File: config.mk
export PLATFORM = sky130hd
export DESIGN_NAME = cpu_int_top
export DESIGN_NICKNAME = d
export VERILOG_FILES = /design/src/cpu_int_pkg.sv /design/src/ctx_if.sv /design/src/cpu_int_top.sv /design/src/ctx_store.sv /design/src/fetch_select.sv /design/src/int_controller.sv /design/src/int_fsm.sv
export SDC_FILE = /design/constraint.sdc
export NUM_CORES = 1
export LEC_CHECK = 0
export BUFFER_PORTS_ARGS = -buffer_cell sky130_fd_sc_hd__buf_2
export CAP_MARGIN = 0
export CORE_MARGIN = 2
export CORE_UTILIZATION = 48
export DETAILED_ROUTE_END_ITERATION = 10
export HOLD_SLACK_MARGIN = 0.03
export PLACE_DENSITY = 0.74
export RECOVER_POWER = 25
export SKIP_CTS_REPAIR_TIMING = 1
export SLEW_MARGIN = 40
export SYNTH_ARGS = -nofsm -noshare
export SYNTH_HDL_FRONTEND = slang
export SYNTH_HIERARCHICAL = 1
export SYNTH_SLANG_ARGS = --single-unit
File: constraint.sdc
create_clock -name clk -period 2.6 [get_ports clk]
set_input_delay 0.39 -clock clk [delete_from_list [all_inputs] [get_ports clk]]
set_output_delay 0.39 -clock clk [all_outputs]
set_load 0.02 [all_outputs]
File: src/cpu_int_pkg.sv
`default_nettype none

package cpu_int_pkg;

    localparam int instr_w = 32;             // Instruction word width
    localparam int N_IRQ   = 8;              // Request lines into the controller
    localparam int ID_W    = $clog2(N_IRQ);  // Source id width

    // Opcodes sit in bits 31:27
    localparam logic [4:0] OP_JUMP = 5'b10100;
    localparam logic [4:0] OP_RETI = 5'b11111;
    localparam logic [4:0] OP_MOVI = 5'b00101;

    localparam logic [instr_w-1:0] INSTR_NOOP  = 32'h7800_0000;
    localparam logic [31:0]        RESET_PC    = 32'h0600_2000; // Start of instruction memory
    localparam logic [31:0]        VECTOR_BASE = 32'h0600_0000; // Source n at base + 16*n
    localparam logic [3:0]         ID_REG      = 4'd13;         // Receives the source id
    localparam logic [2:0]         FLUSH_DEPTH = 3'd6;          // No-op cycles per flush

    typedef enum logic [2:0] {
        NORMAL,
        FLUSH_INT,
        SAVE_REGS,
        ACK_INT,
        INJECT,
        FLUSH_RET,
        RESTORE_REGS
    } int_state_e;

    // Same word seen as a jump or as an immediate load
    typedef union packed {
        struct packed {
            logic [4:0]  op;
            logic [26:0] target;   // Absolute byte address
        } jmp;
        struct packed {
            logic [4:0]  op;
            logic [3:0]  rd;
            logic [22:0] value;
        } imm;
    } instr_u;

endpackage

`default_nettype wire

File: src/ctx_if.sv
`timescale 1ns/1ps
`default_nettype none

interface ctx_if;

    logic        save;       // Capture strobe from the FSM
    logic        restore;    // Restore strobe also seen by fetch

    logic [31:0] cur_pc;     // Live fetch PC
    logic [31:0] cur_lr;     // Live link register
    logic [1:0]  cur_fl;     // Live flags

    logic [31:0] saved_pc;
    logic [31:0] saved_lr;
    logic [1:0]  saved_fl;

    modport fsm (output save, output restore);

    modport store (
        input  save, cur_pc, cur_lr, cur_fl,
        output saved_pc, saved_lr, saved_fl
    );

endinterface

`default_nettype wire

File: src/cpu_int_top.sv
`timescale 1ns/1ps
`default_nettype none

module cpu_int_top (
    input  logic                            clk,
    input  logic                            rst_n,
    input  logic [cpu_int_pkg::N_IRQ-1:0]   irq,
    input  logic [cpu_int_pkg::instr_w-1:0] mem_instr,
    input  logic [31:0]                     cur_lr,
    input  logic [1:0]                      cur_fl,
    output logic [31:0]                     fetch_pc,
    output logic [cpu_int_pkg::instr_w-1:0] issued_instr,
    output logic [cpu_int_pkg::N_IRQ-1:0]   irq_ack,
    output logic                            restore_valid,
    output logic [31:0]                     restore_lr,
    output logic [1:0]                      restore_fl
);
    import cpu_int_pkg::*;

    logic               int_req;        // Controller to FSM
    logic               int_ack;        // FSM to controller
    logic               inj_last;
    logic               use_int_instr;
    logic               use_noop;
    logic [instr_w-1:0] inj_instr;

    ctx_if ctx ();

    assign ctx.cur_pc = fetch_pc;        // PC to save is the frozen fetch PC
    assign ctx.cur_lr = cur_lr;
    assign ctx.cur_fl = cur_fl;

    assign restore_valid = ctx.restore;
    assign restore_lr    = ctx.saved_lr;
    assign restore_fl    = ctx.saved_fl;

    int_controller u_ctrl (
        .clk       (clk),
        .rst_n     (rst_n),
        .irq       (irq),
        .int_ack   (int_ack),
        .int_req   (int_req),
        .irq_ack   (irq_ack),
        .inj_instr (inj_instr),
        .inj_last  (inj_last)
    );

    int_fsm u_fsm (
        .clk           (clk),
        .rst_n         (rst_n),
        .int_req       (int_req),
        .issued_instr  (issued_instr),
        .inj_last      (inj_last),
        .int_ack       (int_ack),
        .use_int_instr (use_int_instr),
        .use_noop      (use_noop),
        .ctx           (ctx.fsm)
    );

    ctx_store u_store (
        .clk   (clk),
        .rst_n (rst_n),
        .ctx   (ctx.store)
    );

    fetch_select u_fetch (
        .clk           (clk),
        .rst_n         (rst_n),
        .mem_instr     (mem_instr),
        .inj_instr     (inj_instr),
        .use_noop      (use_noop),
        .use_int_instr (use_int_instr),
        .restore       (ctx.restore),
        .saved_pc      (ctx.saved_pc),
        .fetch_pc      (fetch_pc),
        .issued_instr  (issued_instr)
    );

endmodule

`default_nettype wire

File: src/ctx_store.sv
`timescale 1ns/1ps
`default_nettype none

module ctx_store (
    input logic clk,
    input logic rst_n,
    ctx_if.store ctx
);
    import cpu_int_pkg::*;

    // Context taken once per entry and held through the handler
    always_ff @(posedge clk or negedge rst_n) begin
        if (!rst_n) begin
            ctx.saved_pc <= RESET_PC;
            ctx.saved_lr <= RESET_PC;    // LR starts at program base too
            ctx.saved_fl <= 2'b00;       // No flags set
        end else if (ctx.save) begin
            ctx.saved_pc <= ctx.cur_pc;
            ctx.saved_lr <= ctx.cur_lr;
            ctx.saved_fl <= ctx.cur_fl;
        end
    end

endmodule

`default_nettype wire

File: src/fetch_select.sv
`timescale 1ns/1ps
`default_nettype none

module fetch_select (
    input  logic                            clk,
    input  logic                            rst_n,
    input  logic [cpu_int_pkg::instr_w-1:0] mem_instr,
    input  logic [cpu_int_pkg::instr_w-1:0] inj_instr,
    input  logic                            use_noop,
    input  logic                            use_int_instr,
    input  logic                            restore,
    input  logic [31:0]                     saved_pc,
    output logic [31:0]                     fetch_pc,
    output logic [cpu_int_pkg::instr_w-1:0] issued_instr
);
    import cpu_int_pkg::*;

    instr_u      issued_u;
    logic [31:0] pc_nxt;

    // Issue slot mux
    always_comb begin
        if (use_noop) begin
            issued_instr = INSTR_NOOP;
        end else if (use_int_instr) begin
            issued_instr = inj_instr;
        end else begin
            issued_instr = mem_instr;
        end
    end

    assign issued_u = issued_instr;

    always_comb begin
        if (restore) begin
            pc_nxt = saved_pc;                          // Back to interrupted code
        end else if (issued_u.jmp.op == OP_JUMP) begin
            pc_nxt = {5'b0, issued_u.jmp.target};       // Injected or program jump
        end else if (use_noop || use_int_instr) begin
            pc_nxt = fetch_pc;                          // Frozen during flush and inject
        end else begin
            pc_nxt = fetch_pc + 32'd4;
        end
    end

    always_ff @(posedge clk or negedge rst_n) begin
        if (!rst_n) begin
            fetch_pc <= RESET_PC;
        end else begin
            fetch_pc <= pc_nxt;
        end
    end

endmodule

`default_nettype wire

File: src/int_controller.sv
`timescale 1ns/1ps
`default_nettype none

module int_controller (
    input  logic                            clk,
    input  logic                            rst_n,
    input  logic [cpu_int_pkg::N_IRQ-1:0]   irq,
    input  logic                            int_ack,
    output logic                            int_req,
    output logic [cpu_int_pkg::N_IRQ-1:0]   irq_ack,
    output logic [cpu_int_pkg::instr_w-1:0] inj_instr,
    output logic                            inj_last
);
    import cpu_int_pkg::*;

    logic [N_IRQ-1:0] pending;      // Sticky request bits
    logic [N_IRQ-1:0] pending_nxt;
    logic [N_IRQ-1:0] sel_mask;     // One-hot on lowest pending
    logic [ID_W-1:0]  sel_id;
    logic [ID_W-1:0]  src_id;       // Source being injected
    logic             movi_phase;   // First injected word
    logic             jump_phase;   // Second injected word
    instr_u           inj_word;

    // Fixed priority with index 0 highest
    always_comb begin
        sel_id   = '0;
        sel_mask = '0;
        for (int i = N_IRQ - 1; i >= 0; i--) begin
            if (pending[i]) begin
                sel_id      = i[ID_W-1:0];
                sel_mask    = '0;
                sel_mask[i] = 1'b1;
            end
        end
    end

    assign irq_ack     = int_ack ? sel_mask : '0;      // Pulse in the ack cycle
    assign pending_nxt = (pending & ~irq_ack) | irq;   // Served bit drops while new lines OR in

    always_ff @(posedge clk or negedge rst_n) begin
        if (!rst_n) begin
            pending    <= '0;
            int_req    <= 1'b0;
            movi_phase <= 1'b0;
            jump_phase <= 1'b0;
        end else begin
            pending    <= pending_nxt;
            // Quiet from the ack until the jump word has gone out
            int_req    <= (|pending_nxt) & ~(int_ack | movi_phase);
            movi_phase <= int_ack;
            jump_phase <= movi_phase;
        end
    end

    always_ff @(posedge clk) begin
        if (int_ack) begin
            src_id <= sel_id;   // Id for the injected pair
        end
    end

    // MOVI r13,id then JUMP vector
    always_comb begin
        inj_word = INSTR_NOOP;
        if (movi_phase) begin
            inj_word.imm.op    = OP_MOVI;
            inj_word.imm.rd    = ID_REG;
            inj_word.imm.value = 23'(src_id);
        end else if (jump_phase) begin
            inj_word.jmp.op     = OP_JUMP;
            inj_word.jmp.target = 27'(VECTOR_BASE + (32'(src_id) << 4));
        end
    end

    assign inj_instr = inj_word;
    assign inj_last  = jump_phase;   // Jump closes the injection

    a_ack_pending: assert property (@(posedge clk) disable iff (!rst_n)
        (irq_ack & ~pending) == '0)
        else $error("irq_ack on a source that is not pending");

endmodule

`default_nettype wire

File: src/int_fsm.sv
`timescale 1ns/1ps
`default_nettype none

module int_fsm (
    input  logic                            clk,
    input  logic                            rst_n,
    input  logic                            int_req,
    input  logic [cpu_int_pkg::instr_w-1:0] issued_instr,
    input  logic                            inj_last,
    output logic                            int_ack,
    output logic                            use_int_instr,
    output logic                            use_noop,
    ctx_if.fsm                              ctx
);
    import cpu_int_pkg::*;

    int_state_e state;
    int_state_e next_state;
    logic [2:0] flush_cnt;    // Counts no-op cycles inside a flush
    logic       flush_done;
    logic       in_flush;
    logic       is_reti;
    instr_u     issued_u;

    assign issued_u = issued_instr;
    assign is_reti  = (issued_u.jmp.op == OP_RETI);   // Opcode field shared by both views

    assign in_flush   = (state == FLUSH_INT) || (state == FLUSH_RET);
    assign flush_done = (flush_cnt == FLUSH_DEPTH - 3'd1);

    // Moore outputs and next state logic
    always_comb begin
        next_state    = state;
        use_noop      = 1'b0;
        use_int_instr = 1'b0;
        int_ack       = 1'b0;
        ctx.save      = 1'b0;
        ctx.restore   = 1'b0;

        case (state)
            NORMAL: begin
                if (int_req) begin
                    next_state = FLUSH_INT;     // Request beats a RETI
                end else if (is_reti) begin
                    next_state = FLUSH_RET;
                end
            end

            FLUSH_INT: begin
                use_noop = 1'b1;
                if (flush_done) begin
                    next_state = SAVE_REGS;
                end
            end

            SAVE_REGS: begin
                use_noop   = 1'b1;
                ctx.save   = 1'b1;             // Fetch PC is frozen here
                next_state = ACK_INT;
            end

            ACK_INT: begin
                use_noop   = 1'b1;
                int_ack    = 1'b1;
                next_state = INJECT;
            end

            INJECT: begin
                use_int_instr = 1'b1;          // Controller owns the slot
                if (inj_last) begin
                    next_state = NORMAL;
                end
            end

            FLUSH_RET: begin
                use_noop = 1'b1;
                if (flush_done) begin
                    next_state = RESTORE_REGS;
                end
            end

            RESTORE_REGS: begin
                use_noop    = 1'b1;
                ctx.restore = 1'b1;
                next_state  = NORMAL;
            end

            default: next_state = NORMAL;
        endcase
    end

    always_ff @(posedge clk or negedge rst_n) begin
        if (!rst_n) begin
            state <= NORMAL;
        end else begin
            state <= next_state;
        end
    end

    // Zero outside a flush and back to zero after the last flush cycle
    always_ff @(posedge clk or negedge rst_n) begin
        if (!rst_n) begin
            flush_cnt <= '0;
        end else if (in_flush && !flush_done) begin
            flush_cnt <= flush_cnt + 3'd1;
        end else begin
            flush_cnt <= '0;
        end
    end

    a_sel_excl: assert property (@(posedge clk) disable iff (!rst_n)
        !(use_noop && use_int_instr))
        else $error("no-op and injection selected together");

    a_ctx_excl: assert property (@(posedge clk) disable iff (!rst_n)
        !(ctx.save && ctx.restore))
        else $error("save and restore in the same cycle");

    a_ack_inject: assert property (@(posedge clk) disable iff (!rst_n)
        int_ack |=> (state == INJECT))
        else $error("acknowledge not followed by injection");

    // Controller must close the injection on its second word
    a_inj_len: assert property (@(posedge clk) disable iff (!rst_n)
        (state == INJECT && !inj_last) |=> inj_last)
        else $error("injection ran past the jump word");

endmodule

`default_nettype wire

## Word level (Yosys, flattened, before mapping)

Index checks and enable logic that the tools add are counted.

| cells by class | value |
|---|---|
| add/subtract/negate cells | 3 |
| equal/unequal tests | 14 |
| mux-type cells | 35 |
| bitwise operators | 6 |
| reductions and logical operators | 10 |

Operators by type and width:

| operator | count |
|---|---|
| 2-to-1 mux 32 bit | 7 |
| 2-to-1 mux 8 bit | 9 |
| adder 32 x 3 -> 32 bit (second input constant) | 1 |
| 2-to-1 mux 3 bit | 10 |
| adder 27 x 7 -> 27 bit (first input constant) | 1 |
| one-hot mux 3 bit (6 select lines) | 1 |
| == test 3 bit (second input constant) | 4 |
| == test 5 bit (second input constant) | 2 |
| AND 8 bit | 1 |
| NOT 8 bit | 1 |
| OR 8 bit | 1 |
| OR reduction 8 bit | 1 |
| == test 3 x 2 -> 1 bit (second input constant) | 2 |
| 2-to-1 mux 1 bit | 6 |
| inequality test 3 x 2 -> 1 bit (second input constant) | 2 |
| OR reduction 5 bit | 1 |
| 2-to-1 mux 2 bit | 2 |
| inequality test 2 x 1 -> 1 bit (second input constant) | 2 |
| AND reduction 4 bit | 1 |
| OR reduction 4 bit | 1 |
| adder 3 x 1 -> 3 bit (second input constant) | 1 |
| == test 3 x 1 -> 1 bit (second input constant) | 1 |
| logical NOT 3 bit | 1 |
| logical OR 1 bit | 2 |
| 7 further kinds | 7 |

| word-level totals | value |
|---|---|
| register bits | 118 |
| input bits | 76 |
| output and inout port bits | 107 |
| logic and storage cells | 81 |

## Depth between registers and ports, before layout

Gate-level depths: netlist of run 1.

| logic depth | value |
|---|---|
| depth in word-level cells | 14 |
| mapped depth | 11 |
| mapped depth without buffers | 7 |

## Hierarchy

Netlist of run 1, hierarchy kept.

By module, submodules not included:

| module | times used | cells an instance | area an instance (um^2) | sequential area each (um^2) |
|---|---|---|---|---|
| fetch_select | 1 | 369 | 2976.6 | 804.5 |
| ctx_store | 1 | 139 | 2618.8 | 1659.1 |
| int_controller | 1 | 91 | 857.1 | 365.4 |
| int_fsm | 1 | 36 | 371.6 | 150.1 |

## Worst setup path before layout of run 1

No wires, ideal clock.

| path | value |
|---|---|
| path type | register to register |
| start point | register u_fsm.state[1] |
| end point | register u_fsm.state[0] |
| setup time | 0.129 ns |
| arrival | 2.440 ns |
| data required time | 2.471 ns |
| slack | 0.031 ns |
| stages on the path, launching flop included | 10 |
| buffers on the path | 3 |
| clock period less this slack | 2.569 ns |
| cell sequence | dfrtp_1 -> buf_6 -> nor3b_1 -> buf_2 -> buf_1 -> nor2b_1 -> a211o_1 -> and3_1 -> a311oi_1 -> o31ai_1 |

| between the ends | value |
|---|---|
| cells in the longest elaborated chain, start to end | 7 |
| elaborated cells between the ends (all ways) | 19 |
| classes of those cells | eq/ne (11); mux (5); reduce/logical (3) |

RTL lines:

| what | RTL line | RTL |
|---|---|---|
| from (decl) | int_fsm.sv:17 | `int_state_e state;` |
| from (signal assigned) | int_fsm.sv:96 | `state <= next_state;` |
| == test 3 bit | int_fsm.sv:40 | `case (state)` |
| 2-to-1 mux 1 bit | int_fsm.sv:40 |  |
| named net use_int_instr | cpu_int_top.sv:23 | `logic use_int_instr;` |
| 2-to-1 mux 32 bit | fetch_select.sv:25 | `end else if (use_int_instr) begin` |
| 2-to-1 mux 32 bit | fetch_select.sv:23 | `if (use_noop) begin` |
| named net issued_instr, one bit | cpu_int_top.sv:12 | `output logic [cpu_int_pkg::instr_w-1:0] issued_instr,` |
| == test 5 bit | int_fsm.sv:26 | `assign is_reti = (issued_u.jmp.op == OP_RETI);` |
| inequality test 3 x 2 -> 1 bit (no source line) | n/a |  |
| AND reduction 4 bit (no source line) | n/a |  |

The timed path passes the listed nets, and every way through them passes these cells.
A chain may end at the register's enable or synchronous reset.

## Worst setup path in the final report of run 1

| path | value |
|---|---|
| start point | register u_fsm.state[1] |
| end point | output port issued_instr[15] in the netlist's numbering |

| between the ends | value |
|---|---|
| cells in the longest elaborated chain, start to end | 4 |
| elaborated cells between the ends (all ways) | 11 |
| classes of those cells | eq/ne (6); mux (4); reduce/logical (1) |

RTL lines:

| what | RTL line |
|---|---|
| == test 3 bit | int_fsm.sv:40 |
| 2-to-1 mux 1 bit | int_fsm.sv:40 |
| named net use_int_instr | cpu_int_top.sv:23 |
| 2-to-1 mux 32 bit | fetch_select.sv:25 |
| 2-to-1 mux 32 bit | fetch_select.sv:23 |
| to (decl) | cpu_int_top.sv:12 |

The timed path passes the listed nets, and every way through them passes these cells.

==> impl_metrics.ini, run 1 <==
[timing]
rsz0062_at_grt = no
tns_ns = 0
finalCriticalPeriod_ns = 2.50
relSlewSlack_pct = 33.7
setup_violations = 0
tightest_slew_ns = 0.994
whs_ns = 0.166
hold_viol_final = 0
fin_crit_sh_pct = 96.3
max_clock_freq_mhz = 399
drv_slew = 0
fin_skew_ns = 0.00815

[critical_path]
r2r_slack_ns = 0.1
critPathCaptureType = output pin
required_ns = 2.21
crit_chain = nor3b_4, buf_4, buf_8, mux2i_1, nor2_1, buf_2
path_delay_family = buffers and inverters
start_kind = flop
crit_slowest_cell = dfrtp_1
arrival_ns = 2.11
critPathBufInv = 3
crit_fanout = 22
crit_path_max_incr_delay_ns = 0.43
critPathKind = flop to output pin

[place]
dpl_cell_area_um2 = 7980
portBuffers = 182
hpwl_mm = 13.9
gp_congestion = 0.937

[synth]
ys_types = 74
synth_seq_area_share_pct = 43.7
synthTopCellsByArea = dfrtp_1 39%, mux2_4 8.8%, mux2i_1 5.3%, mux2_2 4.5%, dfstp_2 3.5%
avgSynthCellArea_um2 = 10.7
yosys_warnings = 6
synthArstFlopShare_pct = 97.5
syn_inst = 635
ys_seq_elements = 118
synth_top_area_share_pct = 38.9
synth_edf_count = 3
synthFlopType = dfrtp_1
synth_top_cell_by_area = dfrtp_1
syn_area_um2 = 6820

[cells_and_area]
drive_gt1_share_pct = 41.7
area_growth_syn_to_layout_pct = 25.8
nets = 918
n_antenna_cell = 0
fillers = 1148
final_area_um2 = 8590
seq_area_um2 = 2980
multiInputGateArea_um2 = 3480
fin_util_pct = 61.9

[grt]
grt_pass1_wl_mm = 30.1
grt_pass1_vias = 5806
grtUsageTotal_pct = 25.9
overflow = 0
antenna_found_initial = 0
grt_max_degree = 68

[clock_tree]
cts_max_level = 4
clockBufferDepth = 2
clkTransAtPathRegs_ns = 0.06
numCtsBuffers = 17
cts_tree = done
clock-root-buffer = clkbuf_16
cts.sinks = 118
insertion_delay_ns = 0.42

[floorplan]
initial_utilization_pct = 49.2
core_um2 = 13900
die_w_um = 123
pin_count = 183
num_rows = 43
die_y_um = 123
dieArea_um2 = 15200

[power_and_ir_drop]
p_leak_nw = 4.18
netSwitchingPower_w = 0.00134
power.density_nw_per_um2 = 581
internal_power_w = 0.00365
combPwrFrac_pct = 12.8
vdd_ir_drop_max_mv = 0.637
pwr-share-clk_pct = 45.0
seqPwrFrac_pct = 42.2
finalPower_w = 0.00499
swShare_pct = 26.8

[route]
wire_per_inst_um = 18.7
via_per_inst = 5.65
dr.pass1.iters = 5
postRouteAntennaNets = 0
drcViolationCount = 0
vias = 5830
drtIter0Drc = 526
drt-total-wl_mm = 19.3

[outcome]
outcome = completed

[job]
maxCapViolCount = 0

[min_path]
hold_path.class = input pin to flop
==> cells by family (layout without fill, tap and decap cells) <==
group                    Yosys count  count (layout)  share of synthesized area [%]
AO/OA/AOI/OAI                    114             114                           12.1
XOR/XNOR                          13              13                           1.67
adder cells (fa/ha/maj)            3               3                          0.550
buffers and inverters             77             277                           6.89
flip-flops                       118             118                           43.7
multiplexers                     103             103                           18.5
other                              2              19                          0.110
AND/OR/NAND/NOR                  205             205                           16.5
==> cell type report <==
type	instances	share of cell area [%]
well taps	180	2.62
repair buffers	228	14.8
flip-flops and latches	118	34.7
clock inverters	10	1.14
clock buffers	22	5.52
inverters	17	0.743
multi-input cells	457	40.5
==> Yosys cell counts, drive strengths merged (14+ instances only) <==
cell   count
nand4     16
buf       47
and2      14
o21ai     21
nand3     18
mux2      67
dfrtp    106
a21oi     17
inv       17
nand2     43
mux2i     36
nor2      57
==> flip-flops by register name (all words and copies together), names as in the netlist <==
register	count
u_fetch/fetch_pc	32
u_store/ctx.saved_lr	32
u_store/ctx.saved_pc	32
u_ctrl/pending	8
u_ctrl/src_id	3
u_fsm/flush_cnt	3
u_fsm/state	3
u_store/ctx.saved_fl	2
u_ctrl/inj_last	1
u_ctrl/int_req	1
u_ctrl/movi_phase	1
==> power groups by stage <==
stage | combinational, W | clock (W) | sequential, W
6_report | 0.000639 | 0.00225 | 0.00211
5_1_grt | 0.000691 | 0.00238 | 0.00212
4_1_cts | 0.000642 | 0.00228 | 0.00210
3_5_place_dp | 0.000639 | 0 | 0.00213
3_3_place_gp | 0.000623 | 0 | 0.00213
2_1_floorplan | 0.000289 | 0 | 0.00220
==> metrics by stage <==
stage	worst slack, ns	cells
detailed placement	0.118	997
CTS	-0.0636	1029
global route	0.000837	1032
finish	0.0954	1032
floorplan	0.0311	652
global placement	0.192	997
==> final timing paths <==
kind                               startpoint                       end  depth (start not counted)
max                            u_fsm/state[1]          issued_instr[15]                          6
min                                    irq[7]         u_ctrl/pending[7]                          2
max reg2reg                    u_fsm/state[1]       u_fetch/fetch_pc[9]                          8
min reg2reg                u_fsm/flush_cnt[0]        u_fsm/flush_cnt[0]                          1
max in group asynchronous               rst_n  u_store/ctx.saved_lr[29]                          3
min in group asynchronous               rst_n  u_store/ctx.saved_pc[16]                          2
==> metal layers <==
| layer | vias to the layer above | track usage (%) | share of wire (%) |
|---|---|---|---|
| li1 | 2674 | - | - |
| met5 | - | 0 | 0 |
| met4 | 0 | 10.9 | 2.8 |
| met1 | 2840 | 33.6 | 42 |
| met3 | 35 | 6.23 | 7.9 |
| met2 | 281 | 41.6 | 47 |
==> placed cells by master (no fill, tap or decap), types with 7 or more instances in the layout <==
cell type	netlist	final
nand4_1	14	14
nand3_1	18	18
and2_1	13	13
clkbuf_16	0	17
inv_1	17	17
and3_1	7	7
dfstp_2	9	9
nand2_1	42	42
buf_2	10	182
nor3_1	11	10
buf_4	25	40
o21ai_0	17	17
mux2i_1	36	34
dfrtp_1	106	106
mux2_2	27	27
conb_1	2	19
a21oi_1	17	16
a31oi_1	7	7
mux2_4	40	40
xnor2_1	8	8
nor2_1	57	55
Note: power is estimated with default switching activity, not from simulation.
==> inputs of run 2 (changes only) <==
Settings changed: SETUP_SLACK_MARGIN from default to 0.2.
==> run 2 against run 1 <==
  * Routed wire length is 3.6% higher
  * Register-to-register slack lost 0.06 ns
  * Sequential power about the same
  * Non-clock buffer count is 30 higher
==> impl_metrics.ini, run 2 (same netlist as run 1, synthesis figures left out) <==
[min_path]
hold_end = u_ctrl/pending[6]
hold_path.class = input pin to flop
hp-start = irq[6]
hold_depth = 2

[cells_and_area]
nets = 948
n_antenna_cell = 0
largestRegisters = u_fetch/fetch_pc x32, u_store/ctx.saved_lr x32, u_store/ctx.saved_pc x32
stdcell_count = 1062
area_growth_syn_to_layout_pct = 35.5
final_common_cell = buf_2
drive_gt1_share_pct = 47.3
layout_common_cells = 166 x buf_2, 104 x dfrtp_1, 63 x buf_4
fillers = 1051

[clock_tree]
cts_max_level = 4
cts.sinks = 118
cts_tree = done
clock-root-buffer = clkbuf_16
insertion_delay_ns = 0.42
numCtsBuffers = 17
clkTransAtPathRegs_ns = 0.06
clockBufferDepth = 2

[grt]
grt_pass1_wl_mm = 29.7
antenna_found_initial = 0
grt_pass1_vias = 5805
grtUsageTotal_pct = 25.6
overflow = 0
grt_max_degree = 68

[timing]
drv_slew = 0
hold_viol_final = 0
tightest_slew_ns = 1.10
rsz0062_at_grt = yes
setup_ws_ns = 0.0313
setup_violations = 0
max_clock_freq_mhz = 389
finalCriticalPeriod_ns = 2.57
fin_crit_sh_pct = 98.8
whs_ns = 0.178
relSlewSlack_pct = 26.4
fin_skew_ns = 0.0102

[place]
place_inst = 993
hpwl_mm = 13.6
portBuffers = 182
gp_congestion = 0.929
pre_cts_slack_ns = 0.0786

[critical_path]
crit_slowest_cell = a2111oi_4
critPathKind = flop to flop
r2r_start = u_fsm/state[0]
critPathCaptureType = flop
crit_chain = nor3b_4, or3b_4, a2111oi_4, buf_4, nand2_8, buf_12, mux2i_1, o221ai_1
required_ns = 2.87
rr_worst_depth = 8
crit_path_max_incr_delay_ns = 0.47
r2r_slack_ns = 0.03
crit_fanout = 11
timing.rr.end = u_fetch/fetch_pc[9]
start_kind = flop
arrival_ns = 2.84

[route]
wire_per_inst_um = 18.8
postRouteAntennaNets = 0
drt-total-wl_mm = 19.9
drtIter0Drc = 445
vias = 6016
via_per_inst = 5.66
drcViolationCount = 0
dr.pass1.iters = 6

[floorplan]
core_um2 = 13900
pin_count = 183
initial_utilization_pct = 49.2
die_y_um = 123
dieArea_um2 = 15200
num_rows = 43
die_w_um = 123

[power_and_ir_drop]
seqPwrFrac_pct = 40.0
swShare_pct = 25.2
pwr-share-clk_pct = 47.6
internal_power_w = 0.00396
finalPower_w = 0.00530
power.density_nw_per_um2 = 574
vdd_ir_drop_max_mv = 0.506
netSwitchingPower_w = 0.00134
p_leak_nw = 4.39
combPwrFrac_pct = 12.4

[outcome]
outcome = completed

[job]
maxCapViolCount = 0
[run 2: cell count changes in the layout (fill, tap and decap cells not counted), sizes merged]
cell,before,now
buf,224,251
bufinv,1,4
clkinv,5,2
clkbuf,25,27
clkinvlp,3,4
[run 2: worst max-delay path by stage]
stage	startpoint	end	slack, ns	cells after the start
3_3_place_gp	u_fsm/state[2]	u_fetch/fetch_pc[1]	0.15	7
6_report	u_fsm/state[0]	u_fetch/fetch_pc[9]	0.03	8
3_5_place_dp	u_fsm/state[2]	u_fetch/fetch_pc[1]	0.08	7
5_1_grt	u_fsm/state[0]	u_fetch/fetch_pc[9]	-0.007	8
2_1_floorplan	u_fsm/state[1]	u_fetch/fetch_pc[20]	0.26	9
4_1_cts	u_fsm/state[2]	issued_instr[15]	-0.09	6
[run 2: per-layer routing]
| layer | track usage, % | vias up | part of all wire [%] |
|---|---|---|---|
| met5 | 0 | - | 0 |
| met4 | 10.6 | 0 | 2.2 |
| met3 | 6.87 | 39 | 7.6 |
| met2 | 41.0 | 273 | 48 |
| met1 | 32.7 | 2964 | 42 |
| li1 | - | 2740 | - |
[run 2: final cells by class]
type	count	area [µm²]	share of cell area, %
sequential	118	2980	32.3
inverter	17	63.8	0.690
multi-input combinational	457	3650	39.5
clock inverter	11	173	1.87
tap	180	225	2.44
timing repair buffer	258	1680	18.2
clock buffer	21	470	5.09
[run 2: worst max-delay path, delay by kind of cell, from the launching register on]
kind / cells / cell delay [ns]
DFF: 1 / 0.45
AOI/OAI and AO/OA: 2 / 0.61
and+or+nand+nor: 3 / 0.78
muxes: 1 / 0.17
buffers and inverters: 2 / 0.41
[run 2: metrics by stage]
step | TNS, ns | instance area [µm²] | utilization [%]
after floorplan | 0 | 6890 | -
after global placement | 0 | 7960 | 57.3
after detailed placement | 0 | 7960 | 57.3
after CTS | -0.262 | 8600 | 61.9
after global routing | -0.00651 | 9250 | 66.6
final | 0 | 9250 | 66.6
[run 2: power by group through the flow]
stage	logic (W)	registers, W	clock network (W)
global route	0.000706	0.00214	0.00266
finish	0.000656	0.00212	0.00252
CTS	0.000617	0.00212	0.00256
floorplan	0.000289	0.00220	0
global placement	0.000601	0.00214	0
detailed placement	0.000613	0.00215	0
==> inputs of run 3 (changes only) <==
Settings changed: CORE_ASPECT_RATIO from default to 0.7.
==> run 3 against run 2 <==
  * Clock-buffer cell count is 3 lower
  * Worst hold slack worse by 0.0015 ns
  * Routed wire length is 3.2% higher
  * Critical path type unchanged
  * Fmax is 1.7% higher
  * Cell area is 2.3% lower
  * Flip-flop and latch count stayed put
  * Critical endpoint is now u_fetch/fetch_pc[23]
==> impl_metrics.ini, run 3 (same netlist as run 1, synthesis figures left out) <==
[grt]
grt_pass1_vias = 5688
grtUsageMet3_pct = 6.87
grt_max_degree = 54
overflow = 0
met1_usage_pct = 35.8
grtUsageTotal_pct = 25.6
use_met2_pct = 39.0
top_usage_layer = met2
antenna_found_initial = 0
grt_pass1_wl_mm = 30.8

[outcome]
outcome = completed

[clock_tree]
insertion_delay_ns = 0.42
cts_max_level = 4
clock-root-buffer = clkbuf_16
clkTransAtPathRegs_ns = 0.06
cts.sinks = 118
clockBufferDepth = 2
cts_tree = done
numCtsBuffers = 17

[cells_and_area]
seq_area_um2 = 2980
largestRegisters = u_fetch/fetch_pc x32, u_store/ctx.saved_lr x32, u_store/ctx.saved_pc x32
n_antenna_cell = 0
area_growth_syn_to_layout_pct = 32.4
final_area_um2 = 9030
layout_common_cells = 177 x buf_2, 105 x dfrtp_1, 52 x nor2_1
multiInputGateArea_um2 = 3650
fin_util_pct = 64.9
nets = 935
fillers = 1056
final_common_cell = buf_2
drive_gt1_share_pct = 45.9

[timing]
max_clock_freq_mhz = 396
relSlewSlack_pct = 26.5
rsz0062_at_grt = yes
setup_violations = 0
drv_slew = 0
whs_ns = 0.176
finalCriticalPeriod_ns = 2.53
setup_ws_ns = 0.0736
fin_crit_sh_pct = 97.2
hold_viol_final = 0
fin_skew_ns = 0.0120
tightest_slew_ns = 1.10

[route]
drcViolationCount = 0
drtIter0Drc = 646
dr.pass1.iters = 6
via_per_inst = 5.76
postRouteAntennaNets = 0
vias = 6096
drt-total-wl_mm = 20.6
wire_per_inst_um = 19.4

[critical_path]
cp.depth = 7
crit_chain = nor3b_4, or3b_4, a2111oi_4, buf_6, a21oi_2, a221o_1, a22o_1
r2r_slack_ns = 0.07
crit_slowest_cell = or3b_4
critPathCaptureType = flop
required_ns = 2.88
start_kind = flop
arrival_ns = 2.81
critPathBufInv = 1
crit_fanout = 5
path_delay_family = compound AO/OA/AOI/OAI gates
critPathKind = flop to flop
crit_path_max_incr_delay_ns = 0.44
rr_worst_depth = 7

[floorplan]
num_rows = 36
dieArea_um2 = 15200
die_y_um = 104
die_w_um = 147
core_um2 = 13900
pin_count = 183
initial_utilization_pct = 49.0

[min_path]
hold_depth = 2
hold_path.class = input pin to flop

[place]
pre_cts_slack_ns = 0.139
dpl_cell_area_um2 = 7970
portBuffers = 182
hpwl_mm = 14.0
gp_congestion = 0.913

[power_and_ir_drop]
vdd_ir_drop_max_mv = 0.493
p_leak_nw = 4.29
power.density_nw_per_um2 = 561

[job]
maxCapViolCount = 0
==> run 3: stage by stage <==
stage | setup TNS [ns] | cells | power (W)
after global routing | 0 | 1059 | 0.00526
after floorplan | 0 | 652 | 0.00249
after detailed placement | 0 | 1002 | 0.00275
after global placement | 0 | 1002 | 0.00274
final | 0 | 1059 | 0.00507
after CTS | -0.105 | 1034 | 0.00509
==> run 3: path summary, 6_finish.rpt <==
kind,start,endpoint
max,u_fsm/state[0],u_fetch/fetch_pc[23]
min,irq[0],u_ctrl/pending[0]
max reg2reg,u_fsm/state[0],u_fetch/fetch_pc[23]
min reg2reg,u_fsm/flush_cnt[0],u_fsm/flush_cnt[0]
max in group asynchronous,rst_n,u_fetch/fetch_pc[2]
min in group asynchronous,rst_n,u_fsm/flush_cnt[0]
==> run 3: final cells by class <==
cell class	count	area share, %
inverter	17	0.706
clock buffer	18	4.75
timing repair buffer	244	16.8
tap	190	2.63
clock inverter	14	1.69
sequential	118	33.0
multi-input combinational	458	40.4
==> run 3: report_power, final <==
part / total, W / internal [W] / switching [W]
Clock: 0.00233 / 0.00142 / 0.000908
Sequential: 0.00213 / 0.00197 / 0.000152
Combinational: 0.000619 / 0.000282 / 0.000337
==> run 3: metal layers <==
layer,part of all wire [%],up-vias,wire (µm)
met5,0,-,0
met4,1.9,0,387
met3,9.5,45,1960
met2,46,354,9400
met1,43,2968,8830
li1,-,2729,-
==> run 3: worst register-to-register path: stages (launching register included) <==
cell,delay (ns)
dfrtp_2,0.43
nor3b_4,0.30
or3b_4,0.44
a2111oi_4,0.44
buf_6,0.20
a21oi_2,0.06
a221o_1,0.31
a22o_1,0.22
